`config.mk`:
```
export PLATFORM = sky130hd
export DESIGN_NAME = adc_report_top
export DESIGN_NICKNAME = d
export VERILOG_FILES = /design/src/hw/adc_pkg.sv /design/src/hw/report_pkg.sv /design/src/hw/adc_capture.sv /design/src/hw/credit_fifo.sv /design/src/hw/report_builder.sv /design/src/hw/gmii_tx_serializer.sv /design/src/hw/adc_report_top.sv
export VERILOG_INCLUDE_DIRS = /design/src /design/src/include
export SDC_FILE = /design/constraint.sdc
export NUM_CORES = 1
export LEC_CHECK = 0
export BUFFER_PORTS_ARGS = -buffer_cell sky130_fd_sc_hd__buf_2
export CORE_MARGIN = 2
export CORE_UTILIZATION = 60
export DETAILED_ROUTE_END_ITERATION = 16
export PLACE_DENSITY = 0.74
export SYNTH_ARGS = -nofsm -noshare
export SYNTH_HDL_FRONTEND = slang
export SYNTH_SLANG_ARGS = --single-unit
export TNS_END_PERCENT = 50
```
`constraint.sdc`:
```
create_clock -name e_rxc -period 7.7 [get_ports e_rxc]
set_input_delay 1.54 -clock e_rxc [delete_from_list [all_inputs] [get_ports e_rxc]]
set_output_delay 1.54 -clock e_rxc [all_outputs]
set_load 0.05 [all_outputs]
```
`src/include/adc_report_macros.svh`:
```
`ifndef ADC_REPORT_MACROS_SVH
`define ADC_REPORT_MACROS_SVH

// sample width of both ADC channels
`define ADC_WIDTH 12

// sample pair FIFO depth, also the starting credits of the capture side
`define SAMPLE_FIFO_DEPTH 2

// report word FIFO depth, also the starting credits of the builder
`define WORD_FIFO_DEPTH 8

// 32-bit words in one report, 28 text bytes
`define FRAME_WORDS 7

// minimum idle cycles on e_txen between two frames
`define FRAME_GAP 12

`endif

```
`src/hw/adc_pkg.sv`:
```
`include "adc_report_macros.svh"

////////////////////////////////////////////////////////////
// sample side types
////////////////////////////////////////////////////////////
package adc_pkg;

	// raw value of one ADC channel
	typedef logic [`ADC_WIDTH-1:0] adc_sample_t;

	// running number of the pairs pushed by the capture block
	typedef logic [7:0] adc_seq_t;

	// one pair as it travels the sample link, 32 bits
	typedef struct packed
	{
		adc_sample_t ch0;	// channel 0, upper bits
		adc_sample_t ch1;
		adc_seq_t    seq;	// lowest byte
	} adc_pair_t;

endpackage

```
`src/hw/report_pkg.sv`:
```
////////////////////////////////////////////////////////////
// report side types
////////////////////////////////////////////////////////////
package report_pkg;

	// one ASCII character on the GMII data pins
	typedef logic [7:0] text_byte_t;

	// four characters, index 3 goes out first
	typedef text_byte_t [3:0] text_word_t;

	// entry of the word FIFO, 33 bits
	typedef struct packed
	{
		text_word_t text;
		logic       last;	// set on the seventh word of a frame
	} report_word_t;

	// the two control wires of a credit link
	// valid goes from sender to receiver with the payload,
	// credit_return comes back once per entry popped
	typedef struct packed
	{
		logic valid;
		logic credit_return;
	} credit_link_t;

endpackage

```
`src/hw/adc_capture.sv`:
```
`timescale 1ns/10ps
`include "adc_report_macros.svh"

module adc_capture (
	input  logic                 e_rxc,
	input  logic                 reset_n,
	input  adc_pkg::adc_sample_t ad_0_data_i,
	input  adc_pkg::adc_sample_t ad_1_data_i,
	input  logic                 credit_return_i,
	output logic                 push_o,
	output adc_pkg::adc_pair_t   pair_o
);
	import adc_pkg::*;

	localparam int CREDIT_W = $clog2(`SAMPLE_FIFO_DEPTH + 1);

	adc_sample_t         ad_0_meta;
	adc_sample_t         ad_0_sync;
	adc_sample_t         ad_1_meta;
	adc_sample_t         ad_1_sync;
	adc_seq_t            seq;
	logic [CREDIT_W-1:0] credits;
	logic                has_credit;

	assign has_credit = (credits != '0);

	////////////////////////////////////////////////////////////
	// two register stages per ADC bus
	////////////////////////////////////////////////////////////
	always_ff @(posedge e_rxc)
	begin
		ad_0_meta <= ad_0_data_i;
		ad_0_sync <= ad_0_meta;
		ad_1_meta <= ad_1_data_i;
		ad_1_sync <= ad_1_meta;
		if (has_credit)
			pair_o <= '{ch0: ad_0_sync, ch1: ad_1_sync, seq: seq};	// latest pair
	end

	////////////////////////////////////////////////////////////
	// sample link credits
	////////////////////////////////////////////////////////////
	always_ff @(posedge e_rxc)
	begin
		if (!reset_n)
		begin
			credits <= CREDIT_W'(`SAMPLE_FIFO_DEPTH);	// FIFO starts empty
			push_o  <= 1'b0;
			seq     <= '0;
		end
		else
		begin
			push_o  <= has_credit;	// push whenever a slot is free
			credits <= credits - CREDIT_W'(has_credit) + CREDIT_W'(credit_return_i);
			if (has_credit)
				seq <= seq + 1'b1;
		end
	end

endmodule

```
`src/hw/credit_fifo.sv`:
```
`timescale 1ns/10ps
`include "adc_report_macros.svh"

module credit_fifo #(
	parameter type payload_t = logic [31:0],
	parameter int  DEPTH     = `WORD_FIFO_DEPTH
) (
	input  logic     e_rxc,
	input  logic     reset_n,
	input  logic     push_i,
	input  payload_t data_i,
	input  logic     pop_i,
	output payload_t data_o,
	output logic     not_empty_o,
	output logic     credit_return_o
);

	localparam int PTR_W = (DEPTH > 1) ? $clog2(DEPTH) : 1;
	localparam int CNT_W = $clog2(DEPTH + 1);

	payload_t         mem [DEPTH];
	logic [PTR_W-1:0] wr_ptr;
	logic [PTR_W-1:0] rd_ptr;
	logic [CNT_W-1:0] count;
	logic             do_pop;

	// wraps at DEPTH, which need not be a power of two
	function automatic logic [PTR_W-1:0] next_ptr(input logic [PTR_W-1:0] ptr);
		if (ptr == PTR_W'(DEPTH - 1))
			return '0;
		return ptr + 1'b1;
	endfunction

	assign not_empty_o     = (count != '0);
	assign do_pop          = pop_i && not_empty_o;
	assign data_o          = mem[rd_ptr];	// head entry, shown the cycle after its push
	assign credit_return_o = do_pop;	// one credit per entry popped

	////////////////////////////////////////////////////////////
	// storage
	////////////////////////////////////////////////////////////
	always_ff @(posedge e_rxc)
	begin
		if (push_i)
			mem[wr_ptr] <= data_i;
	end

	////////////////////////////////////////////////////////////
	// pointers and occupancy
	////////////////////////////////////////////////////////////
	always_ff @(posedge e_rxc)
	begin
		if (!reset_n)
		begin
			wr_ptr <= '0;
			rd_ptr <= '0;
			count  <= '0;
		end
		else
		begin
			if (push_i)
				wr_ptr <= next_ptr(wr_ptr);	// sender holds a credit, never full here
			if (do_pop)
				rd_ptr <= next_ptr(rd_ptr);
			count <= count + CNT_W'(push_i) - CNT_W'(do_pop);
		end
	end

endmodule

```
`src/hw/report_builder.sv`:
```
`timescale 1ns/10ps
`include "adc_report_macros.svh"

module report_builder (
	input  logic                     e_rxc,
	input  logic                     reset_n,
	input  adc_pkg::adc_pair_t       pair_i,
	input  logic                     pair_ready_i,
	output logic                     pair_pop_o,
	input  logic                     word_credit_return_i,
	output logic                     word_push_o,
	output report_pkg::report_word_t word_o
);
	import adc_pkg::*;
	import report_pkg::*;

	localparam int CREDIT_W = $clog2(`WORD_FIFO_DEPTH + 1);
	localparam int IDX_W    = $clog2(`FRAME_WORDS);
	localparam logic [IDX_W-1:0] LAST_IDX = IDX_W'(`FRAME_WORDS - 1);

	// "HELLO WORLD", newline, fifteen spaces, newline
	localparam text_word_t GREETING [`FRAME_WORDS] = '{
		32'h48454c4c,	// HELL
		32'h4f20574f,	// O WO
		32'h524c440a,	// RLD
		32'h20202020,
		32'h20202020,
		32'h20202020,
		32'h2020200a
	};

	typedef enum logic [1:0]
	{
		ST_IDLE,
		ST_ENCODE,
		ST_SEND
	} state_t;

	state_t              state;
	logic                greet_done;
	logic [IDX_W-1:0]    idx;
	logic [CREDIT_W-1:0] credits;
	logic                credits_ok;
	adc_pair_t           pair_q;
	text_word_t          frame [`FRAME_WORDS];
	logic [23:0]         digits_0;
	logic [23:0]         digits_1;

	// one nibble to an upper case ASCII hex digit
	function automatic text_byte_t hex_ascii(input logic [3:0] nib);
		if (nib < 4'd10)
			return 8'h30 + {4'h0, nib};
		return 8'h37 + {4'h0, nib};	// 0xA lands on 'A'
	endfunction

	// three digits, most significant first
	function automatic logic [23:0] hex3(input adc_sample_t value);
		return {hex_ascii(value[11:8]), hex_ascii(value[7:4]), hex_ascii(value[3:0])};
	endfunction

	assign credits_ok = (credits >= CREDIT_W'(`FRAME_WORDS));	// room for a whole frame
	assign pair_pop_o = (state == ST_IDLE) && credits_ok && greet_done && pair_ready_i;
	assign digits_0   = hex3(pair_q.ch0);
	assign digits_1   = hex3(pair_q.ch1);

	////////////////////////////////////////////////////////////
	// payload, latched pair and encoded text
	////////////////////////////////////////////////////////////
	always_ff @(posedge e_rxc)
	begin
		if (pair_pop_o)
			pair_q <= pair_i;
		if (state == ST_ENCODE)
		begin
			frame[0] <= 32'h4144313a;	// AD1:
			frame[1] <= {16'h3078, digits_0[23:8]};
			frame[2] <= {digits_0[7:0], 24'h202020};
			frame[3] <= 32'h20202020;
			frame[4] <= 32'h4144323a;	// AD2:
			frame[5] <= {16'h3078, digits_1[23:8]};
			frame[6] <= {digits_1[7:0], 16'h2020, 8'h0a};	// ends in newline
		end
		if (state == ST_SEND)
			word_o <= '{text: greet_done ? frame[idx] : GREETING[idx], last: (idx == LAST_IDX)};
	end

	////////////////////////////////////////////////////////////
	// frame FSM and word link credits
	////////////////////////////////////////////////////////////
	always_ff @(posedge e_rxc)
	begin
		if (!reset_n)
		begin
			state       <= ST_IDLE;
			greet_done  <= 1'b0;
			idx         <= '0;
			credits     <= CREDIT_W'(`WORD_FIFO_DEPTH);
			word_push_o <= 1'b0;
		end
		else
		begin
			credits     <= credits - CREDIT_W'(state == ST_SEND) + CREDIT_W'(word_credit_return_i);
			word_push_o <= (state == ST_SEND);	// one word per cycle in SEND
			case (state)
				ST_IDLE:
				begin
					idx <= '0;
					if (credits_ok && !greet_done)
						state <= ST_SEND;	// greeting needs no sample
					else if (pair_pop_o)
						state <= ST_ENCODE;
				end
				ST_ENCODE:
					state <= ST_SEND;
				ST_SEND:
				begin
					if (idx == LAST_IDX)
					begin
						state      <= ST_IDLE;
						greet_done <= 1'b1;
					end
					else
						idx <= idx + 1'b1;
				end
				default:
					state <= ST_IDLE;
			endcase
		end
	end

endmodule

```
`src/hw/gmii_tx_serializer.sv`:
```
`timescale 1ns/10ps
`include "adc_report_macros.svh"

module gmii_tx_serializer (
	input  logic                     e_rxc,
	input  logic                     reset_n,
	input  report_pkg::report_word_t word_i,
	input  logic                     word_ready_i,
	output logic                     word_pop_o,
	output logic                     e_txen_o,
	output logic                     e_txer_o,
	output report_pkg::text_byte_t   e_txd_o
);
	import report_pkg::*;

	localparam int GAP_W = $clog2(`FRAME_GAP + 1);

	text_word_t       sreg;
	logic [1:0]       byte_cnt;	// index of the byte now on e_txd
	logic             active;
	logic             last_q;
	logic [GAP_W-1:0] gap_cnt;
	logic             word_done;

	assign word_done  = active && (byte_cnt == 2'd3);
	// next word goes out right behind byte 3, unless the frame just ended
	assign word_pop_o = word_ready_i && (gap_cnt == '0) && (!active || (word_done && !last_q));
	assign e_txer_o   = 1'b0;	// no error signalling on this link

	////////////////////////////////////////////////////////////
	// byte shifter
	////////////////////////////////////////////////////////////
	always_ff @(posedge e_rxc)
	begin
		if (word_pop_o)
		begin
			e_txd_o <= word_i.text[3];	// msb byte first
			sreg    <= {word_i.text[2:0], 8'h00};
		end
		else if (active)
		begin
			e_txd_o <= sreg[3];
			sreg    <= {sreg[2:0], 8'h00};
		end
	end

	////////////////////////////////////////////////////////////
	// frame control and inter-frame gap
	////////////////////////////////////////////////////////////
	always_ff @(posedge e_rxc)
	begin
		if (!reset_n)
		begin
			active   <= 1'b0;
			byte_cnt <= '0;
			last_q   <= 1'b0;
			gap_cnt  <= '0;
			e_txen_o <= 1'b0;
		end
		else if (word_pop_o)
		begin
			active   <= 1'b1;
			byte_cnt <= '0;
			last_q   <= word_i.last;
			e_txen_o <= 1'b1;
		end
		else if (word_done)
		begin
			active   <= 1'b0;
			e_txen_o <= 1'b0;
			if (last_q)
				gap_cnt <= GAP_W'(`FRAME_GAP - 1);	// falling edge cycle counts as one
		end
		else
		begin
			if (active)
				byte_cnt <= byte_cnt + 1'b1;
			if (gap_cnt != '0)
				gap_cnt <= gap_cnt - 1'b1;
		end
	end

endmodule

```
`src/hw/adc_report_top.sv`:
```
`timescale 1ns/10ps
`include "adc_report_macros.svh"

module adc_report_top (
	input  logic                   e_rxc,
	input  logic                   reset_n,
	input  adc_pkg::adc_sample_t   ad_0_data_i,
	input  adc_pkg::adc_sample_t   ad_1_data_i,
	output logic                   e_txen_o,
	output logic                   e_txer_o,
	output report_pkg::text_byte_t e_txd_o
);
	import adc_pkg::*;
	import report_pkg::*;

	wire credit_link_t sample_link;	// capture to sample_fifo
	wire credit_link_t word_link;	// builder to word_fifo

	adc_pair_t    cap_pair;
	adc_pair_t    head_pair;
	logic         pair_ready;
	logic         pair_pop;
	report_word_t build_word;
	report_word_t head_word;
	logic         word_ready;
	logic         word_pop;

	////////////////////////////////////////////////////////////
	// sample side
	////////////////////////////////////////////////////////////
	adc_capture u_capture (
		.e_rxc           (e_rxc),
		.reset_n         (reset_n),
		.ad_0_data_i     (ad_0_data_i),
		.ad_1_data_i     (ad_1_data_i),
		.credit_return_i (sample_link.credit_return),
		.push_o          (sample_link.valid),
		.pair_o          (cap_pair)
	);

	credit_fifo #(
		.payload_t (adc_pair_t),
		.DEPTH     (`SAMPLE_FIFO_DEPTH)
	) sample_fifo (
		.e_rxc           (e_rxc),
		.reset_n         (reset_n),
		.push_i          (sample_link.valid),
		.data_i          (cap_pair),
		.pop_i           (pair_pop),
		.data_o          (head_pair),
		.not_empty_o     (pair_ready),
		.credit_return_o (sample_link.credit_return)
	);

	////////////////////////////////////////////////////////////
	// report side
	////////////////////////////////////////////////////////////
	report_builder u_builder (
		.e_rxc                (e_rxc),
		.reset_n              (reset_n),
		.pair_i               (head_pair),
		.pair_ready_i         (pair_ready),
		.pair_pop_o           (pair_pop),
		.word_credit_return_i (word_link.credit_return),
		.word_push_o          (word_link.valid),
		.word_o               (build_word)
	);

	credit_fifo #(
		.payload_t (report_word_t),
		.DEPTH     (`WORD_FIFO_DEPTH)
	) word_fifo (
		.e_rxc           (e_rxc),
		.reset_n         (reset_n),
		.push_i          (word_link.valid),
		.data_i          (build_word),
		.pop_i           (word_pop),
		.data_o          (head_word),
		.not_empty_o     (word_ready),
		.credit_return_o (word_link.credit_return)
	);

	gmii_tx_serializer u_serializer (
		.e_rxc        (e_rxc),
		.reset_n      (reset_n),
		.word_i       (head_word),
		.word_ready_i (word_ready),
		.word_pop_o   (word_pop),
		.e_txen_o     (e_txen_o),
		.e_txer_o     (e_txer_o),
		.e_txd_o      (e_txd_o)
	);

endmodule

```
==> results of run 1 <==
==> critical path, stage by stage, from the launching register on <==
cell,delay [ps]
dfxtp_1,710
nand2b_1,100
or4_1,550
inv_1,710
ha_1,360
inv_1,60
ha_1,150
xor2_1,180
xnor2_1,130
nor2_1,50
==> layout make-up <==
type / instances / area [um2] / share of cell area, %
flip-flops and latches: 508 / 14400 / 68.2
repair buffers: 47 / 270 / 1.28
clock inverters: 27 / 248 / 1.18
multi-input cells: 483 / 4170 / 19.8
clock buffers: 63 / 1340 / 6.36
well taps: 396 / 495 / 2.35
inverters: 47 / 176 / 0.838
==> stage by stage <==
stage / area (um2) / std cells / worst slack [ps] / util [%] / hold slack, ps
finish: 21100 / 1571 / 4580 / 68.5 / 323
global route: 21100 / 1571 / 4290 / 68.5 / 331
CTS: 21100 / 1571 / 4570 / 68.5 / 326
detailed placement: 19500 / 1481 / 4590 / 63.3 / 312
global placement: 19500 / 1481 / 4640 / 63.3 / 310
floorplan: 18800 / 1077 / 4540 / - / 310
==> power breakdown <==
| group | switching, mW | leakage [nW] | internal [mW] |
|---|---|---|---|
| logic | 0.677 | 1.89 | 0.438 |
| registers | 0.145 | 4.56 | 3.42 |
| clock network | 0.965 | 0.776 | 1.37 |
| total | 1.79 | 7.22 | 5.22 |
==> flip-flops by register name, indices dropped and copies added, names as in the netlist, 21 cells and up, named ones only <==
signal	flops
word_fifo.mem	224
u_capture.pair_o	24
sample_fifo.mem	48
u_serializer.sreg	21
u_builder.word_o	28
u_builder.frame	42
u_builder.pair_q	24
==> layer usage <==
metal | global-route usage (%) | up-vias | routed length, um
li1 | - | 4187 | -
met1 | 24.1 | 4403 | 12400
met2 | 34.7 | 223 | 16000
met3 | 3.81 | 62 | 1620
met4 | 5.43 | 0 | 757
met5 | 0 | - | 0
==> worst paths after layout <==
check	from	end	slack, ps
setup reg to reg	u_builder.greet_done	sample_fifo.count[1]	4580
hold reg to reg	u_capture.ad_0_meta[2]	u_capture.ad_0_sync[2]	320
hold / removal	u_capture.ad_0_meta[2]	u_capture.ad_0_sync[2]	320
setup / recovery	u_builder.greet_done	sample_fifo.count[1]	4580
==> synthesized netlist by cell type (2+ instances only) <==
cell type	number
and3_1	4
mux2i_1	19
a21oi_1	55
buf_2	7
xnor2_1	13
a21o_1	23
a21boi_1	2
buf_1	5
buf_4	6
mux4_2	56
nand2_1	68
nor2_1	36
nor3b_1	5
xor2_1	5
inv_1	46
a21boi_0	3
o221ai_1	2
a31oi_1	2
mux2_2	25
o21a_1	6
fa_1	2
a311oi_1	2
nand2b_1	29
or3_1	2
nand3_1	4
nor2b_1	11
ha_1	32
or2_2	2
a22o_1	2
nor3_1	2
o21ai_0	33
dfxtp_1	90
edfxtp_1	418
o41ai_1	2
clkbuf_1	21
o31ai_1	3
and2_1	16
a22oi_1	5
==> cell families after synthesis <==
kind of cell	synth area share (%)
AND/OR/NAND/NOR	4.76
buffers and inverters	1.88
multiplexers	9.20
other	0.0199
adder cells (fa/ha/maj)	2.34
flip-flops	76.2
XOR/XNOR	0.837
AO/OA/AOI/OAI	4.74
==> flow_metrics.py, run 1 <==
metrics = {
    "outcome": {
        "status": "finished clean",
    },
    "synthesis": {
        "synth_edf_count": 418,
        "syn_area_per_cell_um2": 17.5,
        "async_flop_share_pct": 0,
        "yosysWarnings": 0,
        "yosysSeqAreaShare_pct": 76.2,
        "syn_area_um2": 18800,
        "yosysTopAreaCellShare_pct": 66.6,
        "ys_types": 50,
        "yosys-top-cells-area": "edfxtp_1, dfxtp_1, mux4_2",
        "synth_cells": 1076,
        "ys_seq_elements": 508,
        "synth_largest_area_cell": "edfxtp_1",
        "synthFlopType": "edfxtp_1",
    },
    "route": {
        "vias": 8875,
        "drt_first_pass_iters": 5,
        "drt_iter0_drc": 680,
        "wirelength_mm": 30.8,
        "antenna_left": 0,
        "wl_per_cell_um": 19.6,
        "routed_via_density": 5.65,
        "drc": 0,
    },
    "clock_tree": {
        "cts_setup_buffers": 0,
        "root_buffer": "clkbuf_16",
        "tritoncts.num_buffers": 49,
        "cts_resized": 0,
        "cts_buffer_depth": 3,
        "cts.hold.buffers_added": 0,
        "cts_max_level": 2,
        "cts_sinks": 508,
        "insertion_delay_ps": 550,
        "cts_tree": "yes",
        "clk_pin_slew_ps": 60,
    },
    "global_route": {
        "grt_usage_pct": 19.3,
        "grt_max_degree": 57,
        "antenna_found_initial": 0,
        "grt_pass1_vias": 9124,
        "grt_pass1_wl_mm": 48.9,
        "overflow": 0,
    },
    "finish": {
        "drive_above_1_share_pct": 18.7,
        "fin_nets": 1196,
        "syn2layout_area_growth_pct": 11.8,
        "fillCellCount": 1947,
        "antenna_cells": 0,
        "most-common-layout-cells": "edfxtp_1, dfxtp_1, nand2_1",
        "layout_commonest_cell": "edfxtp_1",
    },
    "critical_path": {
        "startpoint_type": "register",
        "path_max_fanout": 26,
        "cp.required_ps": 8120,
        "crit_type": "register to register",
        "critPathCaptureType": "register",
        "reg2reg_depth": 9,
        "crit_arrival_ps": 3540,
    },
    "sta": {
        "finalHoldViolCount": 0,
        "tns_ps": 0,
        "rsz0062_at_grt": "false",
        "finalSetupViolCount": 0,
        "relSlewSlack_pct": 19.2,
        "worstMarginPinSlew_ps": 1210,
        "timing.final.crit_share_pct": 40.5,
        "finClkSkew_ps": 15.8,
        "finalMaxSlewViolations": 0,
        "period_needed_ps": 3120,
        "fmax_mhz": 321,
    },
    "floorplanning": {
        "num_rows": 64,
        "core_um2": 30700,
        "die_area_um2": 32800,
        "dieHeight_um": 181,
        "fp.dieW_um": 181,
        "io_pins": 36,
        "start_util_pct": 61.2,
    },
    "pwr": {
        "ir_drop_v": 0.000242,
        "power_density_nw_per_um2": 333,
        "power_mw": 7.01,
        "leakagePower_nw": 7.22,
    },
    "worst_hold_path": {
        "hold_path_depth": 0,
        "hp-class": "register to register",
    },
    "placement": {
        "io_buffers": 33,
        "routabilityCongestion": 0.784,
        "hpwl_mm": 16.7,
    },
    "job": {
        "maxCapViolCount": 0,
    },
}
No activity file was read; power rests on OpenSTA's default activity.
==> inputs of run 2 (changes only) <==
==> constraint.sdc (replaced) <==
create_clock -name e_rxc -period 2.9 [get_ports e_rxc]
set_input_delay 0.58 -clock e_rxc [delete_from_list [all_inputs] [get_ports e_rxc]]
set_output_delay 0.58 -clock e_rxc [all_outputs]
set_load 0.05 [all_outputs]
==> flow_metrics.py, run 2 (same netlist as run 1, synthesis figures left out) <==
metrics = {
    "outcome": {
        "status": "finished clean",
    },
    "sta": {
        "rsz0062_at_grt": "false",
        "timing.final.crit_share_pct": 88.3,
        "worstMarginPinSlew_ps": 674,
        "setup_ws_ps": 340,
        "finalSetupViolCount": 0,
        "period_needed_ps": 2560,
        "fmax_mhz": 391,
        "relSlewSlack_pct": 55.1,
        "tns_ps": 0,
        "finalHoldViolCount": 0,
        "finClkSkew_ps": 21.4,
        "finalMaxSlewViolations": 0,
    },
    "finish": {
        "layout_commonest_cell": "edfxtp_1",
        "reg.largest.list": "word_fifo.mem x224, sample_fifo.mem x48, u_builder.frame x42",
        "drive_above_1_share_pct": 19.2,
        "most-common-layout-cells": "edfxtp_1, dfxtp_1, nand2_1",
        "fin_util_pct": 68.9,
        "fin_nets": 1208,
        "antenna_cells": 0,
        "layoutNonFillerInstCount": 1582,
        "largest_reg_flops": 224,
        "regMostFlops": "word_fifo.mem",
        "syn2layout_area_growth_pct": 12.4,
        "fillCellCount": 1978,
    },
    "global_route": {
        "grt_max_degree": 53,
        "overflow": 0,
        "grt_pass1_wl_mm": 49.2,
        "antenna_found_initial": 0,
        "grt_usage_pct": 19.4,
        "grt_pass1_vias": 9185,
    },
    "critical_path": {
        "path_max_fanout": 5,
        "crit_top_cell": "ha_1",
        "cp.required_ps": 3320,
        "crit_family": "adder cells",
        "cpMaxStageDelayCell": "or3b_4",
        "slowest_delay_ps": 410,
        "crit_type": "register to register",
        "startpoint_type": "register",
        "critPathCaptureType": "register",
        "crit_arrival_ps": 2980,
        "crit_chain": "inv_1 -> ha_1 -> or3b_4 -> a221oi_4 -> inv_2 -> ha_1 -> inv_1 -> ha_1 -> fa_1 -> xnor2_1 -> nor2_1",
        "crit_buf_inv": 3,
    },
    "floorplanning": {
        "core_um2": 30700,
        "dieHeight_um": 181,
        "fp.dieW_um": 181,
        "num_rows": 64,
        "die_area_um2": 32800,
        "start_util_pct": 61.2,
        "io_pins": 36,
    },
    "placement": {
        "routabilityCongestion": 0.749,
        "place_ws_ps": 335,
        "io_buffers": 33,
        "hpwl_mm": 17.5,
        "dpl.cell_count": 1493,
    },
    "clock_tree": {
        "cts_tree": "yes",
        "cts_max_level": 2,
        "cts.hold.buffers_added": 0,
        "tritoncts.num_buffers": 49,
        "insertion_delay_ps": 560,
        "cts_setup_buffers": 0,
        "cts_sinks": 508,
        "cts_buffer_depth": 3,
        "root_buffer": "clkbuf_16",
        "clk_pin_slew_ps": 60,
        "cts_resized": 0,
    },
    "route": {
        "routed_via_density": 5.68,
        "wirelength_mm": 30.7,
        "wl_per_cell_um": 19.4,
        "drc": 0,
        "vias": 8987,
        "drt_first_pass_iters": 5,
        "antenna_left": 0,
        "drt_iter0_drc": 815,
    },
    "pwr": {
        "leakagePower_nw": 7.28,
        "ir_drop_v": 0.000661,
        "power_density_nw_per_um2": 878,
    },
    "worst_hold_path": {
        "hp-class": "primary input to register",
    },
    "job": {
        "maxCapViolCount": 0,
    },
}
[run 2: cell types whose count changed in the layout (fill, tap and decap cells not counted), moves of 2 or more]
cell,before,now
clkbuf_1,9,17
clkinv_1,8,4
buf_12,0,3
bufinv_16,4,2
clkinv_2,8,4
clkinvlp_4,3,0
buf_4,14,23
clkbuf_8,4,7
[run 2: report_power, final]
group,total [mW],switching [mW],internal [mW],leakage [nW]
sequential,9.56,0.487,9.07,4.56
clock,6.12,2.53,3.59,0.769
combinational,2.91,1.67,1.24,1.95
total,18.6,4.68,13.9,7.28
[run 2: cell type report]
class / instances / area, um2 / area share [%]
Clock buffer: 75 / 1440 / 6.78
Tap cell: 396 / 495 / 2.34
Sequential cell: 508 / 14400 / 67.8
Timing Repair Buffer: 59 / 398 / 1.88
Multi-Input combinational cell: 483 / 4170 / 19.7
Inverter: 47 / 176 / 0.833
Clock inverter: 14 / 135 / 0.638
[run 2: stage by stage]
| stage | total power, mW | cell area, um2 | hold slack [ps] |
|---|---|---|---|
| floorplan | 11.8 | 18800 | 310 |
| global placement | 12.5 | 19600 | 310 |
| detailed placement | 12.7 | 19600 | 312 |
| CTS | 18.8 | 21200 | 105 |
| global route | 19.5 | 21200 | 101 |
| finish | 18.6 | 21200 | 128 |
[run 2: worst paths after layout]
path                            slack, ps                      to  cells after the start                    start
worst max-delay path                  340    u_builder.credits[2]                     11  u_serializer.gap_cnt[0]
worst min-delay path                  130  u_capture.ad_1_meta[7]                      1           ad_1_data_i[7]
worst max register to register        340    u_builder.credits[2]                     11  u_serializer.gap_cnt[0]
worst min register to register        320  u_capture.ad_1_sync[6]                      0   u_capture.ad_1_meta[6]
[run 2: worst reg2reg max path, stage by stage (launching register included)]
cell	delay [ps]
dfxtp_1	340
inv_1	90
ha_1	140
or3b_4	410
a221oi_4	220
inv_2	90
ha_1	280
inv_1	30
ha_1	200
fa_1	410
xnor2_1	170
nor2_1	50
[run 2: routing by layer]
metal  share of wire (%)  vias up  track usage [%]
met1                  42     4501             25.1
met2                  51      215             33.9
met3                 4.8       63             3.20
li1                    -     4208                -
met5                   0        -                0
met4                 2.3        0             6.28
